[src/rtl/fv_pkg.sv]
/* sizes, address widths, line type and request struct
   shared by the feature-value bank controller, SRAM and small buffer */
`default_nettype none

package fv_pkg;

    // feature values and lines
    localparam int FV_W        = 16;
    localparam int FV_PER_LINE = 4;
    localparam int LINE_W      = FV_W * FV_PER_LINE;

    typedef logic [LINE_W-1:0] line_t;

    // per-node layout, 16 features in 4 lines
    localparam int MAX_FV_NUM     = 16;
    localparam int LINES_PER_NODE = MAX_FV_NUM / FV_PER_LINE;
    localparam int LINE_IDX_W     = $clog2(LINES_PER_NODE);

    // nodes of one replay iteration
    localparam int NODES_PER_ITER = 4;
    localparam int NODE_IDX_W     = $clog2(NODES_PER_ITER);

    localparam int MAX_REPLAY_ITER = 4;
    localparam int ITER_W          = $clog2(MAX_REPLAY_ITER);

    // node id is {iteration, node index}
    localparam int NODE_ID_W = ITER_W + NODE_IDX_W;

    // SRAM address is {node id, line index}
    localparam int ADDR_W     = NODE_ID_W + LINE_IDX_W;
    localparam int SRAM_DEPTH = 1 << ADDR_W;

    // small buffer holds one iteration: {node index, line index}
    localparam int SM_ADDR_W = NODE_IDX_W + LINE_IDX_W;

    // count 0..MAX_FV_NUM inclusive
    localparam int FV_CNT_W   = $clog2(MAX_FV_NUM) + 1;
    localparam int PE_TAG_W   = 2;
    localparam int UPD_ITER_W = 3;

    // requester packet, rd_wr = 1 means write
    typedef struct packed {
        logic                 valid;
        logic                 rd_wr;
        logic                 wr_eos;
        logic [NODE_ID_W-1:0] node_id;
        logic [PE_TAG_W-1:0]  pe_tag;
        line_t                data;
    } fv_req_t;

endpackage

`default_nettype wire
[src/rtl/fv_stream_if.sv]
/* stream of one iteration's lines into the small feature buffer */
`default_nettype none

interface fv_stream_if import fv_pkg::*; ();

    logic                 valid;
    // first and last line of a stream
    logic                 sos;
    logic                 eos;
    logic [SM_ADDR_W-1:0] addr;
    line_t                data;

    modport src (
        output valid, sos, eos, addr, data
    );

    modport dst (
        input valid, sos, eos, addr, data
    );

endinterface

`default_nettype wire

[src/rtl/sm_fv_buffer.sv]
/* small feature buffer, one iteration of streamed lines with registered lookup */
`default_nettype none

module sm_fv_buffer import fv_pkg::*; (
    input  wire logic                 clk,
    input  wire logic                 reset,
    input  wire logic [SM_ADDR_W-1:0] sm_rd_addr,
    fv_stream_if.dst                  strm,
    output line_t                     sm_rd_data
);

    localparam int SM_DEPTH = 1 << SM_ADDR_W;

    line_t buf_mem [SM_DEPTH];
    logic  in_stream;

    // newer iterations overwrite in place
    always_ff @(posedge clk) begin
        if (strm.valid) begin
            buf_mem[strm.addr] <= strm.data;
        end
        sm_rd_data <= buf_mem[sm_rd_addr];
    end

    // open between sos and eos
    always_ff @(posedge clk) begin
        if (reset) begin
            in_stream <= 1'b0;
        end else if (strm.valid && strm.eos) begin
            in_stream <= 1'b0;
        end else if (strm.valid && strm.sos) begin
            in_stream <= 1'b1;
        end
    end

    a_eos_after_sos: assert property (@(posedge clk) disable iff (reset)
        strm.eos |-> (in_stream || strm.sos));

    a_marks_need_valid: assert property (@(posedge clk) disable iff (reset)
        (strm.sos || strm.eos) |-> strm.valid);

endmodule

`default_nettype wire

[src/flat_wrapper.sv]
// flat-port wrapper written by rule: the top's interface ports become plain ports
module sm_fv_buffer_flat import fv_pkg::*;
  (clk, reset, sm_rd_addr, sm_rd_data, strm_valid, strm_sos, strm_eos, strm_addr, strm_data);
  fv_stream_if strm_i ();
  input  wire logic clk;
  input  wire logic reset;
  input  wire logic [SM_ADDR_W-1:0] sm_rd_addr;
  output line_t sm_rd_data;
  input wire logic [$bits(strm_i.valid)-1:0] strm_valid;
  input wire logic [$bits(strm_i.sos)-1:0] strm_sos;
  input wire logic [$bits(strm_i.eos)-1:0] strm_eos;
  input wire logic [$bits(strm_i.addr)-1:0] strm_addr;
  input wire logic [$bits(strm_i.data)-1:0] strm_data;
  assign strm_i.valid = strm_valid;
  assign strm_i.sos = strm_sos;
  assign strm_i.eos = strm_eos;
  assign strm_i.addr = strm_addr;
  assign strm_i.data = strm_data;
  sm_fv_buffer u_core (.clk(clk), .reset(reset), .sm_rd_addr(sm_rd_addr), .strm(strm_i), .sm_rd_data(sm_rd_data));
endmodule
[config.mk]
export PLATFORM = sky130hd
export DESIGN_NAME = sm_fv_buffer_flat
export DESIGN_NICKNAME = d
export VERILOG_FILES = /design/src/rtl/fv_pkg.sv /design/src/rtl/fv_stream_if.sv /design/src/rtl/sm_fv_buffer.sv /design/src/flat_wrapper.sv
export SDC_FILE = /design/constraint.sdc
export NUM_CORES = 1
export LEC_CHECK = 0
export BUFFER_PORTS_ARGS = -buffer_cell sky130_fd_sc_hd__buf_2
export CAP_MARGIN = 10
export CORE_ASPECT_RATIO = 0.5
export CORE_MARGIN = 2
export CORE_UTILIZATION = 44
export CTS_CLUSTER_DIAMETER = 60
export DETAILED_ROUTE_END_ITERATION = 10
export HOLD_SLACK_MARGIN = 0.02
export PLACE_DENSITY = 0.61
export SETUP_SLACK_MARGIN = 0.3
export SLEW_MARGIN = 5
export SYNTH_ARGS = -nofsm -noshare
export SYNTH_HDL_FRONTEND = slang
export SYNTH_SLANG_ARGS = --single-unit
[constraint.sdc]
create_clock -name clk -period 9.2 [get_ports clk]
set_clock_uncertainty 0.1 [all_clocks]
set_input_delay 1.38 -clock clk [delete_from_list [all_inputs] [get_ports clk]]
set_output_delay 1.38 -clock clk [all_outputs]
set_load 0.05 [all_outputs]
==> results of run 1 <==
-- state kept, by name, indices dropped and copies added, names as in the netlist --
signal and cells:
u_core.sm_rd_data 64, u_core.buf_mem 1024
-- stage by stage --
step	hold WS (ns)	utilization [%]	area (um2)
CTS	0.570	50.6	44900
global placement	0.552	47.0	41700
global route	0.590	50.6	44900
detailed placement	0.555	47.0	41700
finish	0.566	50.6	44900
floorplan	0.535	-	39600
-- cell families after synthesis --
kind of cell    Yosys count  share of synthesized area [%]
buf+inv                  84                           1.14
compound gates          128                           2.43
simple gates             91                          0.942
mux                     256                           14.6
flops                  1088                           80.9
-- layout make-up --
class / count / area (um2) / area share [%]
Clock buffer: 131 / 2670 / 5.95
Clock inverter: 46 / 494 / 1.10
Antenna cell: 1 / 2.50 / 0.00558
Multi-Input combinational cell: 475 / 7230 / 16.1
Sequential cell: 1088 / 32000 / 71.4
Timing Repair Buffer: 169 / 971 / 2.16
Tap cell: 1185 / 1480 / 3.30
-- layout by cell type, fill, tap and decap left out, drive strengths merged --
cell type,n
inv,1
clkbuf,131
bufinv,10
nand2b,2
clkinvlp,5
a22oi,128
mux4,256
clkinv,30
or3b,1
nor2,13
buf,169
nor3,4
nor2b,2
nand3,1
nand3b,2
dfxtp,64
and2,1
diode,1
nand2,65
edfxtp,1024
-- power by group through the flow --
stage | clock network [W] | logic, W | registers, W
after global routing | 0.00432 | 0.000613 | 0.00558
after CTS | 0.00413 | 0.000584 | 0.00557
after global placement | 0 | 0.000577 | 0.00567
after detailed placement | 0 | 0.000583 | 0.00568
final | 0.00405 | 0.000572 | 0.00557
after floorplan | 0 | 0.000264 | 0.00579
-- routing by layer --
layer  track usage, %  vias to the layer above  part of all wire [%]
li1                 -                     7413                     -
met1             25.6                     9483                    44
met2             29.9                      446                    50
met3             2.97                      117                   4.8
met4             3.82                        4                   1.7
met5                0                        -                 0.036
-- synth_stat cells --
master | count | area (um2)
nand3b_1 | 2 | 15.0
or3b_2 | 1 | 8.76
buf_2 | 13 | 65.1
nand2b_1 | 2 | 12.5
nand2_1 | 65 | 244
edfxtp_1 | 1024 | 30700
and2_1 | 1 | 6.26
mux4_2 | 256 | 5770
nand3_1 | 1 | 5.00
clkbuf_1 | 36 | 135
buf_1 | 16 | 60.1
nor2_1 | 13 | 48.8
a22oi_1 | 128 | 961
dfxtp_1 | 64 | 1280
buf_6 | 13 | 146
nor2b_1 | 2 | 12.5
nor3_1 | 4 | 20.0
buf_4 | 6 | 45.0
-- critical path, delay by kind of cell --
kind	cells	cell delay [ns]
buf+inv	2	0.91
simple gates	2	1.39
-- worst max path at each step --
stage / endpoint / start / depth (start not counted)
global route: u_core.buf_mem[3][45]$_DFFE_PP_ / strm_addr[2] / 4
global placement: u_core.buf_mem[3][50]$_DFFE_PP_ / strm_addr[2] / 4
floorplan: u_core.buf_mem[0][0]$_DFFE_PP_ / strm_addr[2] / 2
CTS: u_core.buf_mem[3][45]$_DFFE_PP_ / strm_addr[2] / 4
detailed placement: u_core.buf_mem[3][51]$_DFFE_PP_ / strm_addr[2] / 4
finish: u_core.buf_mem[3][45]$_DFFE_PP_ / strm_addr[2] / 4
==> results.yml, run 1 <==
status:
  outcome: "complete, no violations"
power_and_ir_drop:
  p_int_w: 0.00804
  leakagePower_nw: 14.3
  vdd_drop_max_mv: 0.116
  seq_power_share_pct: 54.6
  power_density_nw_per_um2: 227
  pwr-share-clk_pct: 39.7
  power_w: 0.0102
  power.switching_w: 0.00215
  switching_share_pct: 21.1
  p_comb_share_pct: 5.6
timing:
  fmax_ghz: 0.281
  setup_slack_ns: 5.64
  maxSlewViolCount: 0
  finalSetupViolations: 0
  grt_setup_unrepaired: "no"
  layout_worst_path_cycle_share_pct: 38.7
  relSlewSlack_pct: 19.8
  fin_tns_setup_ns: 0
  min_period_ns: 3.56
  hold_violations: 0
  worst_slew_pin_slew_ns: 1.20
synthesis:
  synthesis.area_um2: 39600
  synth_fp_nets: 1724
  synth-seq-area-share_pct: 80.9
  synthCells: 1647
  ys_ff_latch: 1088
  synth-warning-count: 0
  synth_area_per_cell_um2: 24.0
  synth_cell_type_count: 18
critical_path:
  reg2reg_to: "u_core.sm_rd_data[14]$_DFF_P_"
  r2r_start: "u_core.buf_mem[10][14]$_DFFE_PP_"
  crit_type: "in -> reg"
  end_kind: "flip-flop"
  crit_path_cell_trace: "buf_2, or3b_2, nor2_4, buf_4"
  cp_slowest_stage_delay_ns: 0.80
  slowest_stage: "nor2_4"
  cp_max_fo: 42
  start_kind: "input port"
  cp_data_arrival_time_ns: 3.73
  reg2reg_depth: 3
  required_ns: 9.37
  reg2reg_slack_ns: 7.75
final_layout:
  nNetsFinal: 1906
  drive_gt1_share_pct: 30.5
  fillers: 6864
  fin_cells: 3095
  area_growth_pct: 13.4
floorplanning:
  start_util_pct: 44.6
  rows: 77
  core_area_um2: 88700
  ios: 141
  dieWidth_um: 428
  dieHeight_um: 216
  dieArea_um2: 92500
global_routing:
  antenna_found_initial: 6
  grt.overflow.total: 0
  grt_max_degree: 129
  grt_first_pass_wirelength_um: 122000
  grt.total_usage_pct: 18.0
  grt_pass1_vias: 18381
cts:
  cts.path.max_buffers: 3
  clock-sinks: 1088
  cts_tree: "done"
  htreeDepth: 3
  cts_resized: 0
  clock_latency_ns: 0.66
  cts_root_buf: "clkbuf_16"
  cts_buffers: 95
  hold_buffers: 0
  cts_setup_buffers: 0
  clk_pin_slew_ns: 0.07
place:
  io_buffers: 137
  gp_congestion: 0.678
  dpl_worst_slack_ns: 4.91
  post-place-cells: 2917
  post-dp-hpwl_um: 39700
job:
  drv_cap: 0
route:
  dr.pass1.iters: 7
  routed_via_density: 5.64
  dr.first_iter.drc_count: 1753
  wl_per_cell_um: 26.9
  drc: 0
  vias: 17463
  totalWireLength_um: 83200
  ant_nets: 0
hold_path:
  min_path_cells: 3
  holdPathEnd: "u_core.sm_rd_data[21]$_DFF_P_"
  hold_class: "reg -> reg"
  min-delay-start: "u_core.buf_mem[15][21]$_DFFE_PP_"
(Power assumes the default switching activity.)
==> run 2: changes to the inputs <==
- ABC_AREA: default -> 1
- clock period: 9.2 -> 3.55 ns (I/O delays scaled with it)
==> run 2 against run 1 <==
  * Critical path depth down 3
  * Synthesized cell count rose to 2.6 times the previous value
  * Sequential share of layout area decreased by 8.1 points
  * Clock-buffer cell count grew 10
  * Hold slack worse by 0.45 ns
  * Power rose to 2.7 times the previous value
  * Die area rose by 14%
  * First-iteration DRC count is 54% higher
==> results.yml, run 2 <==
critical_path:
  cpLargestDelayFamily: "flip-flops"
  crit_start: "u_core.sm_rd_data[12]$_DFF_P_"
  worstSetupEndpoint: "sm_rd_data[12]"
  end_kind: "primary output"
  cp_slowest_stage_delay_ns: 0.39
  reg2reg_depth: 6
  r2r_start: "u_core.buf_mem[7][10]$_DFFE_PP_"
  crit_path_cell_trace: "buf_2"
  slowest_stage: "dfxtp_1"
  worst-path-buf-inv: 1
  required_ns: 2.92
  start_kind: "flip-flop"
  crit_type: "reg -> out"
  critical_path_depth: 1
  cp_max_fo: 1
  cp_data_arrival_time_ns: 1.36
  reg2reg_to: "u_core.sm_rd_data[10]$_DFF_P_"
  reg2reg_slack_ns: 2.42
route:
  dr.first_iter.drc_count: 2691
  wl_per_cell_um: 18.6
  vias: 28639
  totalWireLength_um: 107000
  dr.pass1.iters: 6
  drc: 0
  routed_via_density: 4.99
  ant_nets: 0
global_routing:
  grt_first_pass_wirelength_um: 161000
  grt.total_usage_pct: 20.0
  antenna_found_initial: 7
  grt_pass1_vias: 27118
  grt_max_degree: 150
  grt.overflow.total: 0
synthesis:
  yosysMostFrequentCell: "nand2_1"
  synth-seq-area-share_pct: 70.8
  synthesis.area_um2: 45200
  synth_fp_nets: 4287
  ys_ff_latch: 1088
  synthCells: 4210
  ys_async_sr_fraction_pct: 0
  synth_flop_cell: "edfxtp_1"
  yosysTopAreaCell: "edfxtp_1"
  synth_area_leaders: "edfxtp_1 68%, nand2_1 11%, nand3_1 8.5%"
  synth_cell_type_count: 15
  synth_area_per_cell_um2: 10.7
  synth_top_area_share_pct: 68.0
  synth_common_cells: "1,349 x nand2_1, 1,024 x edfxtp_1, 771 x inv_1"
  synth-warning-count: 0
  synth_edf_count: 1024
final_layout:
  multi_input_area_um2: 9110
  final_cell_mix: "1,349 x nand2_1, 1,024 x edfxtp_1, 770 x inv_1, 769 x nand3_1, 133 x buf_2"
  largest_register: "u_core.buf_mem"
  drive_gt1_share_pct: 8.37
  nNetsFinal: 4379
  diodes: 0
  top_regs: "u_core.buf_mem: 1024 flops, u_core.sm_rd_data: 64 flops"
  seqCellArea_um2: 32000
  fillers: 8809
  largest_register_ffs: 1024
  area_growth_pct: 11.9
  final_common_cell: "nand2_1"
cts:
  cts_resized: 0
  cts.path.max_buffers: 3
  cts_root_buf: "clkbuf_16"
  htreeDepth: 3
  clock-sinks: 1088
  clock_latency_ns: 0.68
  cts_buffers: 98
  clk_pin_slew_ns: 0.07
  cts_tree: "done"
power_and_ir_drop:
  power_w: 0.0271
  power_density_nw_per_um2: 535
  power.switching_w: 0.00611
  p_comb_share_pct: 7.0
  pwr-share-clk_pct: 39.7
  switching_share_pct: 22.6
  p_int_w: 0.0210
  vdd_drop_max_mv: 0.398
  seq_power_share_pct: 53.4
  leakagePower_nw: 21.5
floorplanning:
  dieArea_um2: 106000
  dieHeight_um: 231
  start_util_pct: 44.2
  rows: 83
  core_area_um2: 102000
  ios: 141
  dieWidth_um: 457
timing:
  worst_slew_pin_slew_ns: 0.839
  hold_ws_ns: 0.120
  fin_tns_setup_ns: 0
  grt_setup_unrepaired: "no"
  min_period_ns: 1.99
  hold_violations: 0
  layout_worst_path_cycle_share_pct: 56.1
  maxSlewViolCount: 0
  fmax_ghz: 0.502
  relSlewSlack_pct: 44.0
  finalSetupViolations: 0
hold_path:
  hold_class: "in -> reg"
place:
  io_buffers: 137
  post-dp-hpwl_um: 49700
  gp_congestion: 0.742
job:
  drv_cap: 0
status:
  outcome: "complete, no violations"
-- run 2: cell count changes in the layout (fill, tap and decap cells not counted), sizes merged, moves of 2 or more --
cell      delta
a22oi      -128
buf         +33
clkbuf      +10
clkinvlp     -4
inv        +774
mux4       -256
nand2     +1284
nand2b       -2
nand3      +768
nor2         +4
nor2b        -2
nor3         -4
-- run 2: power by group through the flow --
| stage | logic (W) | registers [W] | clock network (W) |
|---|---|---|---|
| after floorplan | 0.000959 | 0.0150 | 0 |
| after global placement | 0.00186 | 0.0147 | 0 |
| after detailed placement | 0.00189 | 0.0147 | 0 |
| after CTS | 0.00190 | 0.0144 | 0.0109 |
| after global routing | 0.00207 | 0.0145 | 0.0114 |
| final | 0.00188 | 0.0144 | 0.0107 |
-- run 2: layer usage --
metal	up-vias	routed length (um)	GRT usage [%]	part of all wire [%]
met1	13814	45600	26.4	43
met5	-	14	0	0.013
li1	13769	-	-	-
met3	174	6050	2.75	5.7
met2	878	52300	34.6	49
met4	4	2700	5.83	2.5
-- run 2: what timing repair did --
action,CTS,global route
hold buffers,1,0
buffers inserted,0,0
hold endpoints to repair,1,0
-- run 2: final cells by class --
type                       instances  share of cell area [%]
sequential                      1088                    63.3
tap                             1360                    3.36
clock buffer                     141                    5.54
multi-input combinational       2137                    18.0
timing repair buffer             203                    3.16
clock inverter                    41                   0.858
inverter                         774                    5.80
-- run 2: how the worst min path moves through the flow --
stage | start | endpoint | slack [ns] | cells past startpoint
final | strm_data[35] | u_core.buf_mem[15][35]$_DFFE_PP_ | 0.12 | 1
after global routing | strm_data[28] | u_core.buf_mem[12][28]$_DFFE_PP_ | 0.1 | 1
after CTS | strm_data[24] | u_core.buf_mem[14][24]$_DFFE_PP_ | 0.07 | 1
after detailed placement | u_core.buf_mem[10][1]$_DFFE_PP_ | u_core.sm_rd_data[1]$_DFF_P_ | 0.53 | 6
after global placement | u_core.buf_mem[10][1]$_DFFE_PP_ | u_core.sm_rd_data[1]$_DFF_P_ | 0.54 | 6
after floorplan | u_core.buf_mem[10][0]$_DFFE_PP_ | u_core.sm_rd_data[0]$_DFF_P_ | 0.51 | 6
-- run 2: cells by family (layout without fill, tap and decap cells) --
kind of cell	after synthesis	after routing	share of synthesized area, %
flops	1088	1088	70.8
simple gates	2137	2137	19.9
buf+inv	985	1159	9.30
-- run 2: through the flow --
| stage | worst slack [ns] | std cells | cell area [um2] | util [%] |
|---|---|---|---|---|
| final | 1.56 | 5744 | 50600 | 49.5 |
| after CTS | 1.49 | 5744 | 50600 | 49.5 |
| after floorplan | -0.461 | 4210 | 45200 | - |
| after global placement | 1.10 | 5561 | 47400 | 46.3 |
| after global routing | 1.51 | 5744 | 50600 | 49.5 |
| after detailed placement | 1.06 | 5561 | 47400 | 46.3 |
