===== config.mk =====
export PLATFORM = sky130hd
export DESIGN_NAME = fv_bank_cntl_flat
export DESIGN_NICKNAME = d
export VERILOG_FILES = /design/src/rtl/fv_pkg.sv /design/src/rtl/fv_stream_if.sv /design/src/rtl/fv_sram_if.sv /design/src/rtl/fv_bank_cntl.sv /design/src/flat_wrapper.sv
export SDC_FILE = /design/constraint.sdc
export NUM_CORES = 1
export LEC_CHECK = 0
export ABC_AREA = 1
export BUFFER_PORTS_ARGS = -buffer_cell sky130_fd_sc_hd__buf_2
export CORE_AREA = 2 2 140 142
export DETAILED_ROUTE_END_ITERATION = 7
export DIE_AREA = 0 0 142 144
export GPL_TIMING_DRIVEN = 0
export HOLD_SLACK_MARGIN = 0.06
export PLACE_DENSITY = 0.53
export RECOVER_POWER = 25
export SYNTH_ARGS = -nofsm -noshare
export SYNTH_HDL_FRONTEND = slang
export SYNTH_SLANG_ARGS = --single-unit

===== constraint.sdc =====
create_clock -name clk -period 2.1 [get_ports clk]
set_input_delay 0.21 -clock clk [delete_from_list [all_inputs] [get_ports clk]]
set_output_delay 0.21 -clock clk [all_outputs]
set_load 0.01 [all_outputs]

===== src/rtl/fv_pkg.sv =====
/* sizes, address widths, line type and request struct
   shared by the feature-value bank controller, SRAM and small buffer */
`default_nettype none

package fv_pkg;

    // feature values and lines
    localparam int FV_W        = 16;
    localparam int FV_PER_LINE = 4;
    localparam int LINE_W      = FV_W * FV_PER_LINE;

    typedef logic [LINE_W-1:0] line_t;

    // per-node layout, 16 features in 4 lines
    localparam int MAX_FV_NUM     = 16;
    localparam int LINES_PER_NODE = MAX_FV_NUM / FV_PER_LINE;
    localparam int LINE_IDX_W     = $clog2(LINES_PER_NODE);

    // nodes of one replay iteration
    localparam int NODES_PER_ITER = 4;
    localparam int NODE_IDX_W     = $clog2(NODES_PER_ITER);

    localparam int MAX_REPLAY_ITER = 4;
    localparam int ITER_W          = $clog2(MAX_REPLAY_ITER);

    // node id is {iteration, node index}
    localparam int NODE_ID_W = ITER_W + NODE_IDX_W;

    // SRAM address is {node id, line index}
    localparam int ADDR_W     = NODE_ID_W + LINE_IDX_W;
    localparam int SRAM_DEPTH = 1 << ADDR_W;

    // small buffer holds one iteration: {node index, line index}
    localparam int SM_ADDR_W = NODE_IDX_W + LINE_IDX_W;

    // count 0..MAX_FV_NUM inclusive
    localparam int FV_CNT_W   = $clog2(MAX_FV_NUM) + 1;
    localparam int PE_TAG_W   = 2;
    localparam int UPD_ITER_W = 3;

    // requester packet, rd_wr = 1 means write
    typedef struct packed {
        logic                 valid;
        logic                 rd_wr;
        logic                 wr_eos;
        logic [NODE_ID_W-1:0] node_id;
        logic [PE_TAG_W-1:0]  pe_tag;
        line_t                data;
    } fv_req_t;

endpackage

`default_nettype wire

===== src/rtl/fv_stream_if.sv =====
/* stream of one iteration's lines into the small feature buffer */
`default_nettype none

interface fv_stream_if import fv_pkg::*; ();

    logic                 valid;
    // first and last line of a stream
    logic                 sos;
    logic                 eos;
    logic [SM_ADDR_W-1:0] addr;
    line_t                data;

    modport src (
        output valid, sos, eos, addr, data
    );

    modport dst (
        input valid, sos, eos, addr, data
    );

endinterface

`default_nettype wire


===== src/rtl/fv_sram_if.sv =====
/* controller to SRAM bank port, active-low enables */
`default_nettype none

interface fv_sram_if import fv_pkg::*; ();

    logic              cen;
    logic              wen;
    logic [ADDR_W-1:0] addr;
    line_t             wdata;
    // valid the cycle after a read
    line_t             rdata;

    modport cntl (
        output cen, wen, addr, wdata,
        input  rdata
    );

    modport mem (
        input  cen, wen, addr, wdata,
        output rdata
    );

endinterface

`default_nettype wire


===== src/rtl/fv_bank_cntl.sv =====
/* feature bank controller: write-back, edge read and
   iteration streaming FSM with a two-stage read pipeline */
`default_nettype none

module fv_bank_cntl import fv_pkg::*; (
    input  wire logic                  clk,
    input  wire logic                  reset,
    input  wire logic [ITER_W-1:0]     replay_iter,
    input  wire logic [UPD_ITER_W-1:0] update_iter,
    input  wire logic [FV_CNT_W-1:0]   fv_num,
    input  wire logic                  stream_begin,
    input  wire fv_req_t               req,
    fv_sram_if.cntl                    sram,
    fv_stream_if.src                   strm,
    output logic                       rd_valid,
    output logic                       rd_sos,
    output logic                       rd_eos,
    output logic [PE_TAG_W-1:0]        rd_pe_tag,
    output line_t                      rd_data,
    output logic                       available
);

    typedef enum logic [1:0] {
        IDLE         = 2'd0,
        STREAM_ITER  = 2'd1,
        WRITE_BACK   = 2'd2,
        READ_TO_EDGE = 2'd3
    } state_t;

    state_t state, nx_state;

    logic [LINE_IDX_W-1:0] line_cnt, nx_line_cnt;
    logic [NODE_IDX_W-1:0] node_cnt, nx_node_cnt;
    logic [LINE_IDX_W-1:0] last_line_q, nx_last_line;
    logic [ITER_W-1:0]     cur_iter, nx_iter;
    logic [NODE_ID_W-1:0]  node_id_q, nx_node_id;
    logic [PE_TAG_W-1:0]   pe_tag_q, nx_pe_tag;
    logic                  iss_done, nx_iss_done;

    logic [FV_CNT_W-1:0]   fv_minus1;
    logic [LINE_IDX_W-1:0] fv_last;
    logic                  stream_trig;

    // SRAM drive and issue flags for the current cycle
    logic                  mem_cen, mem_wen;
    logic [ADDR_W-1:0]     mem_addr;
    line_t                 mem_wdata;
    logic                  iss_rd, iss_st, iss_first, iss_last;

    // stage 1, lined up with sram.rdata
    logic                  s1_rd, s1_st, s1_first, s1_last;
    logic [SM_ADDR_W-1:0]  s1_addr;

    // index of the last line, ceil(fv_num/4)-1, at least line 0
    assign fv_minus1 = fv_num - FV_CNT_W'(1);
    assign fv_last   = (fv_num == '0) ? '0 : fv_minus1[$clog2(FV_PER_LINE) +: LINE_IDX_W];

    assign stream_trig = update_iter[0] && (stream_begin || (replay_iter != cur_iter));
    assign available   = (state == IDLE);

    assign sram.cen   = mem_cen;
    assign sram.wen   = mem_wen;
    assign sram.addr  = mem_addr;
    assign sram.wdata = mem_wdata;

    always_comb begin
        mem_cen      = 1'b1;
        mem_wen      = 1'b1;
        mem_addr     = '0;
        mem_wdata    = '0;
        iss_rd       = 1'b0;
        iss_st       = 1'b0;
        iss_first    = 1'b0;
        iss_last     = 1'b0;
        nx_state     = state;
        nx_line_cnt  = line_cnt;
        nx_node_cnt  = node_cnt;
        nx_last_line = last_line_q;
        nx_iter      = cur_iter;
        nx_node_id   = node_id_q;
        nx_pe_tag    = pe_tag_q;
        nx_iss_done  = iss_done;

        case (state)
            IDLE: begin
                nx_iss_done = 1'b0;
                if (stream_trig) begin
                    // first line of node 0 goes out right away
                    nx_state     = STREAM_ITER;
                    mem_cen      = 1'b0;
                    mem_addr     = {replay_iter, {NODE_IDX_W{1'b0}}, {LINE_IDX_W{1'b0}}};
                    iss_st       = 1'b1;
                    iss_first    = 1'b1;
                    nx_iter      = replay_iter;
                    nx_last_line = fv_last;
                    if (fv_last == '0) begin
                        nx_line_cnt = '0;
                        nx_node_cnt = NODE_IDX_W'(1);
                    end else begin
                        nx_line_cnt = LINE_IDX_W'(1);
                        nx_node_cnt = '0;
                    end
                end else if (req.valid) begin
                    nx_node_id = req.node_id;
                    mem_cen    = 1'b0;
                    mem_addr   = {req.node_id, {LINE_IDX_W{1'b0}}};
                    if (req.rd_wr) begin
                        mem_wen   = 1'b0;
                        mem_wdata = req.data;
                        if (!req.wr_eos) begin
                            nx_state    = WRITE_BACK;
                            nx_line_cnt = LINE_IDX_W'(1);
                        end
                    end else begin
                        nx_state     = READ_TO_EDGE;
                        iss_rd       = 1'b1;
                        iss_first    = 1'b1;
                        nx_pe_tag    = req.pe_tag;
                        nx_last_line = fv_last;
                        if (fv_last == '0) begin
                            iss_last    = 1'b1;
                            nx_iss_done = 1'b1;
                        end else begin
                            nx_line_cnt = LINE_IDX_W'(1);
                        end
                    end
                end
            end

            WRITE_BACK: begin
                mem_cen     = 1'b0;
                mem_wen     = 1'b0;
                mem_addr    = {node_id_q, line_cnt};
                mem_wdata   = req.data;
                nx_line_cnt = line_cnt + 1'b1;
                if (req.wr_eos) begin
                    nx_state    = IDLE;
                    nx_line_cnt = '0;
                end
            end

            READ_TO_EDGE: begin
                if (!iss_done) begin
                    mem_cen  = 1'b0;
                    mem_addr = {node_id_q, line_cnt};
                    iss_rd   = 1'b1;
                    if (line_cnt == last_line_q) begin
                        iss_last    = 1'b1;
                        nx_iss_done = 1'b1;
                        nx_line_cnt = '0;
                    end else begin
                        nx_line_cnt = line_cnt + 1'b1;
                    end
                end
                // leave once the last line sits on the output
                if (rd_valid && rd_eos) begin
                    nx_state = IDLE;
                end
            end

            STREAM_ITER: begin
                if (!iss_done) begin
                    mem_cen  = 1'b0;
                    mem_addr = {cur_iter, node_cnt, line_cnt};
                    iss_st   = 1'b1;
                    if (line_cnt == last_line_q) begin
                        nx_line_cnt = '0;
                        // next node follows with no gap
                        if (node_cnt == NODE_IDX_W'(NODES_PER_ITER - 1)) begin
                            iss_last    = 1'b1;
                            nx_iss_done = 1'b1;
                            nx_node_cnt = '0;
                        end else begin
                            nx_node_cnt = node_cnt + 1'b1;
                        end
                    end else begin
                        nx_line_cnt = line_cnt + 1'b1;
                    end
                end
                if (strm.valid && strm.eos) begin
                    nx_state = IDLE;
                end
            end

            default: nx_state = IDLE;
        endcase
    end

    always_ff @(posedge clk) begin
        if (reset) begin
            state       <= IDLE;
            line_cnt    <= '0;
            node_cnt    <= '0;
            last_line_q <= '0;
            cur_iter    <= '0;
            iss_done    <= 1'b0;
            s1_rd       <= 1'b0;
            s1_st       <= 1'b0;
            s1_first    <= 1'b0;
            s1_last     <= 1'b0;
            rd_valid    <= 1'b0;
            rd_sos      <= 1'b0;
            rd_eos      <= 1'b0;
            strm.valid  <= 1'b0;
            strm.sos    <= 1'b0;
            strm.eos    <= 1'b0;
        end else begin
            state       <= nx_state;
            line_cnt    <= nx_line_cnt;
            node_cnt    <= nx_node_cnt;
            last_line_q <= nx_last_line;
            cur_iter    <= nx_iter;
            iss_done    <= nx_iss_done;
            s1_rd       <= iss_rd;
            s1_st       <= iss_st;
            s1_first    <= iss_first;
            s1_last     <= iss_last;
            rd_valid    <= s1_rd;
            rd_sos      <= s1_rd && s1_first;
            rd_eos      <= s1_rd && s1_last;
            strm.valid  <= s1_st;
            strm.sos    <= s1_st && s1_first;
            strm.eos    <= s1_st && s1_last;
        end
    end

    // request latches and data path
    always_ff @(posedge clk) begin
        node_id_q <= nx_node_id;
        pe_tag_q  <= nx_pe_tag;
        s1_addr   <= mem_addr[SM_ADDR_W-1:0];
        rd_pe_tag <= pe_tag_q;
        rd_data   <= sram.rdata;
        strm.addr <= s1_addr;
        strm.data <= sram.rdata;
    end

    // sos only on the first line of a read burst
    a_sos_valid: assert property (@(posedge clk) disable iff (reset)
        rd_sos |-> (rd_valid && !$past(rd_valid)));

    // requests only arrive while the FSM is idle
    a_no_accept_busy: assert property (@(posedge clk) disable iff (reset)
        req.valid |-> (state == IDLE));

    a_sram_quiet_after_reset: assert property (@(posedge clk) disable iff (reset)
        ($past(reset) && !req.valid && !stream_trig) |-> (sram.cen && sram.wen));

endmodule

`default_nettype wire


===== src/flat_wrapper.sv =====
// flat-port wrapper written by rule: the top's interface ports become plain ports
module fv_bank_cntl_flat import fv_pkg::*;
  (clk, reset, replay_iter, update_iter, fv_num, stream_begin, req, rd_valid, rd_sos, rd_eos, rd_pe_tag, rd_data, available, sram_cen, sram_wen, sram_addr, sram_wdata, sram_rdata, strm_valid, strm_sos, strm_eos, strm_addr, strm_data);
  fv_sram_if sram_i ();
  fv_stream_if strm_i ();
  input  wire logic clk;
  input  wire logic reset;
  input  wire logic [ITER_W-1:0] replay_iter;
  input  wire logic [UPD_ITER_W-1:0] update_iter;
  input  wire logic [FV_CNT_W-1:0] fv_num;
  input  wire logic stream_begin;
  input  wire fv_req_t req;
  output logic rd_valid;
  output logic rd_sos;
  output logic rd_eos;
  output logic [PE_TAG_W-1:0] rd_pe_tag;
  output line_t rd_data;
  output logic available;
  output wire logic [$bits(sram_i.cen)-1:0] sram_cen;
  output wire logic [$bits(sram_i.wen)-1:0] sram_wen;
  output wire logic [$bits(sram_i.addr)-1:0] sram_addr;
  output wire logic [$bits(sram_i.wdata)-1:0] sram_wdata;
  input wire logic [$bits(sram_i.rdata)-1:0] sram_rdata;
  output wire logic [$bits(strm_i.valid)-1:0] strm_valid;
  output wire logic [$bits(strm_i.sos)-1:0] strm_sos;
  output wire logic [$bits(strm_i.eos)-1:0] strm_eos;
  output wire logic [$bits(strm_i.addr)-1:0] strm_addr;
  output wire logic [$bits(strm_i.data)-1:0] strm_data;
  assign sram_cen = sram_i.cen;
  assign sram_wen = sram_i.wen;
  assign sram_addr = sram_i.addr;
  assign sram_wdata = sram_i.wdata;
  assign sram_i.rdata = sram_rdata;
  assign strm_valid = strm_i.valid;
  assign strm_sos = strm_i.sos;
  assign strm_eos = strm_i.eos;
  assign strm_addr = strm_i.addr;
  assign strm_data = strm_i.data;
  fv_bank_cntl u_core (.clk(clk), .reset(reset), .replay_iter(replay_iter), .update_iter(update_iter), .fv_num(fv_num), .stream_begin(stream_begin), .req(req), .sram(sram_i), .strm(strm_i), .rd_valid(rd_valid), .rd_sos(rd_sos), .rd_eos(rd_eos), .rd_pe_tag(rd_pe_tag), .rd_data(rd_data), .available(available));
endmodule

==> results of run 1 <==
[layer usage]
layer | wire [um] | up-vias | GRT usage | share of wire
met5 | 0 | - | 0 | 0
met4 | 222 | 0 | 0.0495 | 0.015
met3 | 977 | 15 | 0.0407 | 0.067
met2 | 7380 | 156 | 0.218 | 0.50
met1 | 6060 | 1935 | 0.160 | 0.41
li1 | - | 2269 | - | -
[logic make-up (layout without fill, tap and decap cells)]
group,after synthesis,in the layout
and+or+nand+nor,164,164
adders and majority gates,7,7
AOI/OAI and AO/OA,37,37
xor gates and xnor gates,2,2
DFF,101,101
buffers and inverters,175,625
[area by class of cell]
| cell class | count | area [um^2] |
|---|---|---|
| Clock inverter | 7 | 65.1 |
| Buffer | 73 | 571 |
| Clock buffer | 9 | 225 |
| Sequential cell | 101 | 2090 |
| Timing Repair Buffer | 434 | 2540 |
| Multi-Input combinational cell | 210 | 1090 |
| Inverter | 102 | 385 |
| Tap cell | 238 | 298 |
| Fill cell | 1930 | 11800 |
[where the power goes]
part	switching (uW)	internal, uW	total [uW]
Clock	790	834	1620
Combinational	1680	1240	2920
Sequential	131	2160	2290
[through the flow]
| step | area (um^2) | cells | TNS, ns | power (uW) |
|---|---|---|---|---|
| after floorplan | 4040 | 486 | 0 | 3880 |
| after global placement | 6140 | 1084 | -3.77 | 4940 |
| after detailed placement | 6140 | 1084 | -4.95 | 4960 |
| after CTS | 7240 | 1173 | -3.22 | 6870 |
| after global routing | 7270 | 1174 | -8.09 | 7330 |
| final | 7270 | 1174 | -0.284 | 6830 |
[final timing paths]
check	start	to	slack, ns	cells after the start
worst max-delay path	u_core.cur_iter[0]	sram_wdata[25]	-0.05	12
worst min-delay path	reset	u_core.rd_sos	0.10	2
worst max register to register	u_core.cur_iter[0]	u_core.s1_rd	0.33	9
worst min register to register	u_core.s1_addr[0]	u_core.strm.addr[0]	0.33	0
[registers in the layout (all words and copies together), names as in the netlist, 2 cells and up]
signal / cells
u_core.state: 2
u_core.cur_iter: 2
u_core.line_cnt: 2
u_core.node_id_q: 4
u_core.strm.data: 64
u_core.node_cnt: 2
u_core.s1_addr: 4
u_core.rd_pe_tag: 2
u_core.strm.addr: 4
u_core.pe_tag_q: 2
u_core.last_line_q: 2
[cells in the final DEF, fill, tap and decap left out, drive strengths merged]
cell	count
a211oi	1
a21oi	13
a22o	1
a22oi	1
a31oi	1
a32o	1
buf	435
clkbuf	11
clkinv	2
dfxtp	95
dlygate4sd3	70
edfxtp	6
ha	7
inv	107
nand2	49
nand3	18
nand3b	1
nand4	1
nor2	89
nor3	6
o21ai	14
o21bai	2
o22ai	3
xnor2	2
[what timing repair did]
item,4_1_cts,5_1_grt
pin swaps,2,0
setup buffers,3,1
setup endpoints to repair,71,69
hold buffers,70,0
gates resized for setup,24,12
hold endpoints to repair,70,0
==> impl_metrics.json, run 1 <==
{
  "pin_count": 363,
  "synthSimpleGateAreaFrac": 0.171,
  "synthTopCellsByArea": "dfxtp_1, buf_4, inv_1",
  "core.rowCount": 51,
  "die_w_um": 142,
  "muxShareOfSynthArea": 0,
  "peakVddDrop_mv": 0.345,
  "slew_viol_final": 0,
  "crit_chain": "inv_2, nand2_2, nand3_2, o21bai_4, inv_2, nor2_4, inv_2, o21ai_4, inv_4, buf_6, nor2_2, buf_2",
  "rsz0062_at_grt": "true",
  "yosys-top-cells-count": "inv_1, dfxtp_1, nor2_1, buf_4, nand2_1",
  "synth_top_family_by_area": "buffers and inverters",
  "clock_latency_ns": 0.35,
  "grtUsageTotal": 0.131,
  "leakagePower_uw": 0.00415,
  "num_antenna_cells": 0,
  "yosysUniqueCellTypes": 29,
  "preCtsSetupSlack_ns": -0.215,
  "viasPerCell": 3.73,
  "ys.flop_type": "dfxtp_1",
  "antenna_found_initial": 0,
  "grt_max_degree": 20,
  "hold_class": "in -> reg",
  "grt_pass1_wl_mm": 20.4,
  "syn_nets": 643,
  "die-area_mm2": 0.0204,
  "cp_slowest_cell": "dfxtp_2",
  "synth_edf_count": 6,
  "crit_type": "reg -> out",
  "avgRoutedWirePerCell_um": 12.5,
  "yosysMostFrequentCell": "inv_1",
  "cp_slowest_stage_delay_ns": 0.35,
  "crit_top_cell": "inv_2",
  "synth_compound_area_frac": 0.0554,
  "cts.sink_count": 101,
  "worst-path-max-fanout": 10,
  "finalSetupViolations": 29,
  "ys_warn_count": 0,
  "core_area_mm2": 0.0191,
  "hold_viol_final": 0,
  "critPathRequiredTime_ns": 1.89,
  "setup_slack_ns": -0.0503,
  "die_h_um": 144,
  "start_util": 0.212,
  "async_flop_share": 0,
  "grt_pass1_vias": 3840,
  "final_antenna_net_count": 0,
  "synth.largest_area_cell": "dfxtp_1",
  "slew_headroom": 0.706,
  "drt_pre_antenna_iters": 4,
  "synth_fa_ha_area_frac": 0.0217,
  "post-route-util": 0.381,
  "vias": 4375,
  "status": "complete, but fails checks",
  "synth_cells": 486,
  "fin_crit_ns": 2.15,
  "drt_iter0_markers": 185,
  "gp_congestion": 0.794,
  "fin_skew_ns": 0.00813,
  "layout-drive-gt1-share": 0.522,
  "seq_area_frac_synth": 0.515,
  "crit_family": "buffers and inverters",
  "cts-root-buf": "clkbuf_16",
  "dp_hpwl_mm": 11.5,
  "yosysTopAreaCellShare": 0.470,
  "hold_slack_ns": 0.101,
  "totalWireLength_mm": 14.6,
  "power.density_mw_per_mm2": 940,
  "grt-ovfl-total": 0,
  "violations": "setup timing",
  "avgSynthCellArea_um2": 8.32,
  "crit_arrival_ns": 1.94,
  "fmax_mhz": 465,
  "startpoint_type": "register",
  "io_buffers": 360,
  "layout.nets": 1088,
  "htree_levels": 3,
  "crit_buf_inv": 6,
  "worstMarginPinSlew_ns": 0.441,
  "clk_pin_slew_worst_paths_ns": 0.07,
  "areaGrowthSynthToFinish_pct": 79.8,
  "crit_path_end_kind": "primary output",
  "cts_tree": "yes",
  "maxCapViolCount": 0,
  "ys_ff_latch": 101,
  "syn_area_mm2": 0.00404,
  "cts_made_buffers": 9,
  "synth-xor-area-share": 0.00433,
  "clock_path_buffers": 2,
  "drc_errors": 0,
  "period_share": 1.02
}
No activity file was read; power rests on OpenSTA's default activity.
==> run 2, diff against run 1 <==
Settings changed: CELL_PAD_IN_SITES_DETAIL_PLACEMENT set to 0, CELL_PAD_IN_SITES_GLOBAL_PLACEMENT set to 2, CORE_AREA 2 2 140 142 to not set, CORE_ASPECT_RATIO set to 1.75, CORE_UTILIZATION set to 18, DIE_AREA 0 0 142 144 to not set, PLACE_DENSITY 0.53 to 0.81.
==> run 2 against run 1 <==
The run still ends with setup timing left. Critical path depth stayed put. Global-route usage increased by 0.44 points. Largest power group unchanged. Count of clock-buffer cells in the layout stayed put. Combinational power about the same. Register-to-register slack improved by 0.06 ns. Utilization is 4.8 points lower. Sequential cell count is the same. Wire length up 7.8%. Critical path type unchanged. Worst setup slack got worse by 0.021 ns. Total power increased by 0.78%. Highest routed layer unchanged.
==> impl_metrics.json, run 2 (same netlist as run 1, synthesis figures left out) <==
{
  "reg2reg_to": "u_core.last_line_q[0]",
  "largest_register": "u_core.strm.data",
  "layout-drive-gt1-share": 0.520,
  "use_met3": 0.0306,
  "hp-start": "reset",
  "r2r_slack_ns": 0.39,
  "violations": "setup timing",
  "critPathRequiredTime_ns": 1.89,
  "use_met2": 0.236,
  "crit_arrival_ns": 1.96,
  "place_area_mm2": 0.00621,
  "final_cell_mix": "buf_2, inv_1, dfxtp_1, nor2_1, dlygate4sd3_1",
  "core_area_mm2": 0.0221,
  "regToRegStartpoint": "u_core.state[1]",
  "io_buffers": 360,
  "die_h_um": 200,
  "slew_headroom": 0.673,
  "crit_top_cell": "inv_2",
  "cp_slowest_stage_delay_ns": 0.35,
  "die_w_um": 115,
  "drt_iter0_markers": 212,
  "grt_max_degree": 22,
  "rsz0062_at_grt": "true",
  "fin_crit_ns": 2.17,
  "cts.sink_count": 101,
  "post-route-util": 0.333,
  "layout.nets": 1089,
  "avgRoutedWirePerCell_um": 12.8,
  "worst-path-max-fanout": 10,
  "period_share": 1.03,
  "grt_pass1_wl_mm": 23.0,
  "cts_tree": "yes",
  "grt-ovfl-total": 0,
  "totalWireLength_mm": 15.8,
  "setup_slack_ns": -0.0709,
  "hold_viol_final": 0,
  "grt_util_met1": 0.160,
  "design_area_mm2": 0.00735,
  "status": "complete, but fails checks",
  "htree_levels": 3,
  "crit_chain": "inv_2, nand2_2, nand3_2, o21bai_4, inv_2, nor2_4, inv_2, o21ai_4, inv_4, buf_6, nor2_1, buf_2",
  "clk_pin_slew_worst_paths_ns": 0.07,
  "die-area_mm2": 0.0231,
  "dp_cells": 1142,
  "power.density_mw_per_mm2": 936,
  "fin_skew_ns": 0.0128,
  "finalSetupViolations": 57,
  "final_antenna_net_count": 0,
  "whs_path_depth": 2,
  "busiest_layer": "met2",
  "gp_congestion": 0.763,
  "grt_pass1_vias": 4125,
  "clock_path_buffers": 2,
  "maxCapViolCount": 0,
  "drc_errors": 0,
  "worstMarginPinSlew_ns": 0.490,
  "leakagePower_uw": 0.00415,
  "dp_hpwl_mm": 12.9,
  "slew_viol_final": 0,
  "crit_type": "reg -> out",
  "layout_commonest_cell": "buf_2",
  "largest_register_ffs": 64,
  "core.rowCount": 72,
  "setup_tns_ns": -1.25,
  "drt_pre_antenna_iters": 4,
  "whs_endpoint": "u_core.rd_sos",
  "final_cells": 1234,
  "cts-root-buf": "clkbuf_16",
  "peakVddDrop_mv": 0.411,
  "start_util": 0.183,
  "areaGrowthSynthToFinish_pct": 81.9,
  "cp_slowest_cell": "dfxtp_2",
  "antenna_found_initial": 1,
  "vias": 4296,
  "startpoint_type": "register",
  "power_uw": 6890,
  "clock_latency_ns": 0.35,
  "cts_made_buffers": 9,
  "fmax_mhz": 461,
  "viasPerCell": 3.48,
  "worstRegToRegCells": 7,
  "crit_path_end_kind": "primary output",
  "hold_class": "in -> reg",
  "grtUsageTotal": 0.136,
  "pin_count": 363
}
## run 2: worst max path at each step
stage	start	to	slack [ns]
6_report	u_core.cur_iter[0]	sram_wdata[62]	-0.07
5_1_grt	u_core.cur_iter[0]	sram_wdata[17]	-0.23
4_1_cts	u_core.cur_iter[0]	sram_wdata[58]	-0.18
3_5_place_dp	u_core.state[0]	sram_wdata[57]	-0.28
3_3_place_gp	u_core.state[0]	sram_wdata[57]	-0.25
2_1_floorplan	u_core.state[0]	sram_wdata[13]	0.25
## run 2: layer usage
| metal | wire [um] | up-vias |
|---|---|---|
| li1 | - | 2282 |
| met1 | 6760 | 1859 |
| met2 | 8120 | 142 |
| met3 | 682 | 13 |
| met4 | 212 | 0 |
| met5 | 0 | - |
## run 2: power by group
group          switching, uW  leakage (uW)  internal [uW]
Combinational           1690       0.00315           1220
Sequential               126      0.000851           2160
Clock                    829      0.000148            857
## run 2: critical path, delay by kind of cell (launching register included)
kind | cells | cell delay (ns)
flip-flops | 1 | 0.35
AO/OA/AOI/OAI | 2 | 0.31
buffers and inverters | 6 | 0.57
AND/OR/NAND/NOR | 4 | 0.39
## run 2: final cells by class
class | instances | area [um^2]
Antenna cell | 1 | 2.50
Buffer | 73 | 564
Clock buffer | 9 | 225
Clock inverter | 7 | 90.1
Fill cell | 2366 | 14700
Inverter | 102 | 385
Multi-Input combinational cell | 210 | 1090
Sequential cell | 101 | 2090
Tap cell | 296 | 370
Timing Repair Buffer | 435 | 2540
## run 2: metrics by stage
step | hold WS, ns | setup slack [ns]
2_1_floorplan | 0.238 | 0.253
3_3_place_gp | 0.310 | -0.252
3_5_place_dp | 0.312 | -0.277
4_1_cts | 0.0862 | -0.178
5_1_grt | 0.0876 | -0.229
6_report | 0.107 | -0.0709
## run 2: timing repair
item / CTS / global route
setup buffers: 3 / 2
hold endpoints to repair: 70 / 0
pin swaps: 2 / 1
resized for setup: 21 / 9
endpoints found under the setup margin: 71 / 72
hold buffers: 70 / 0
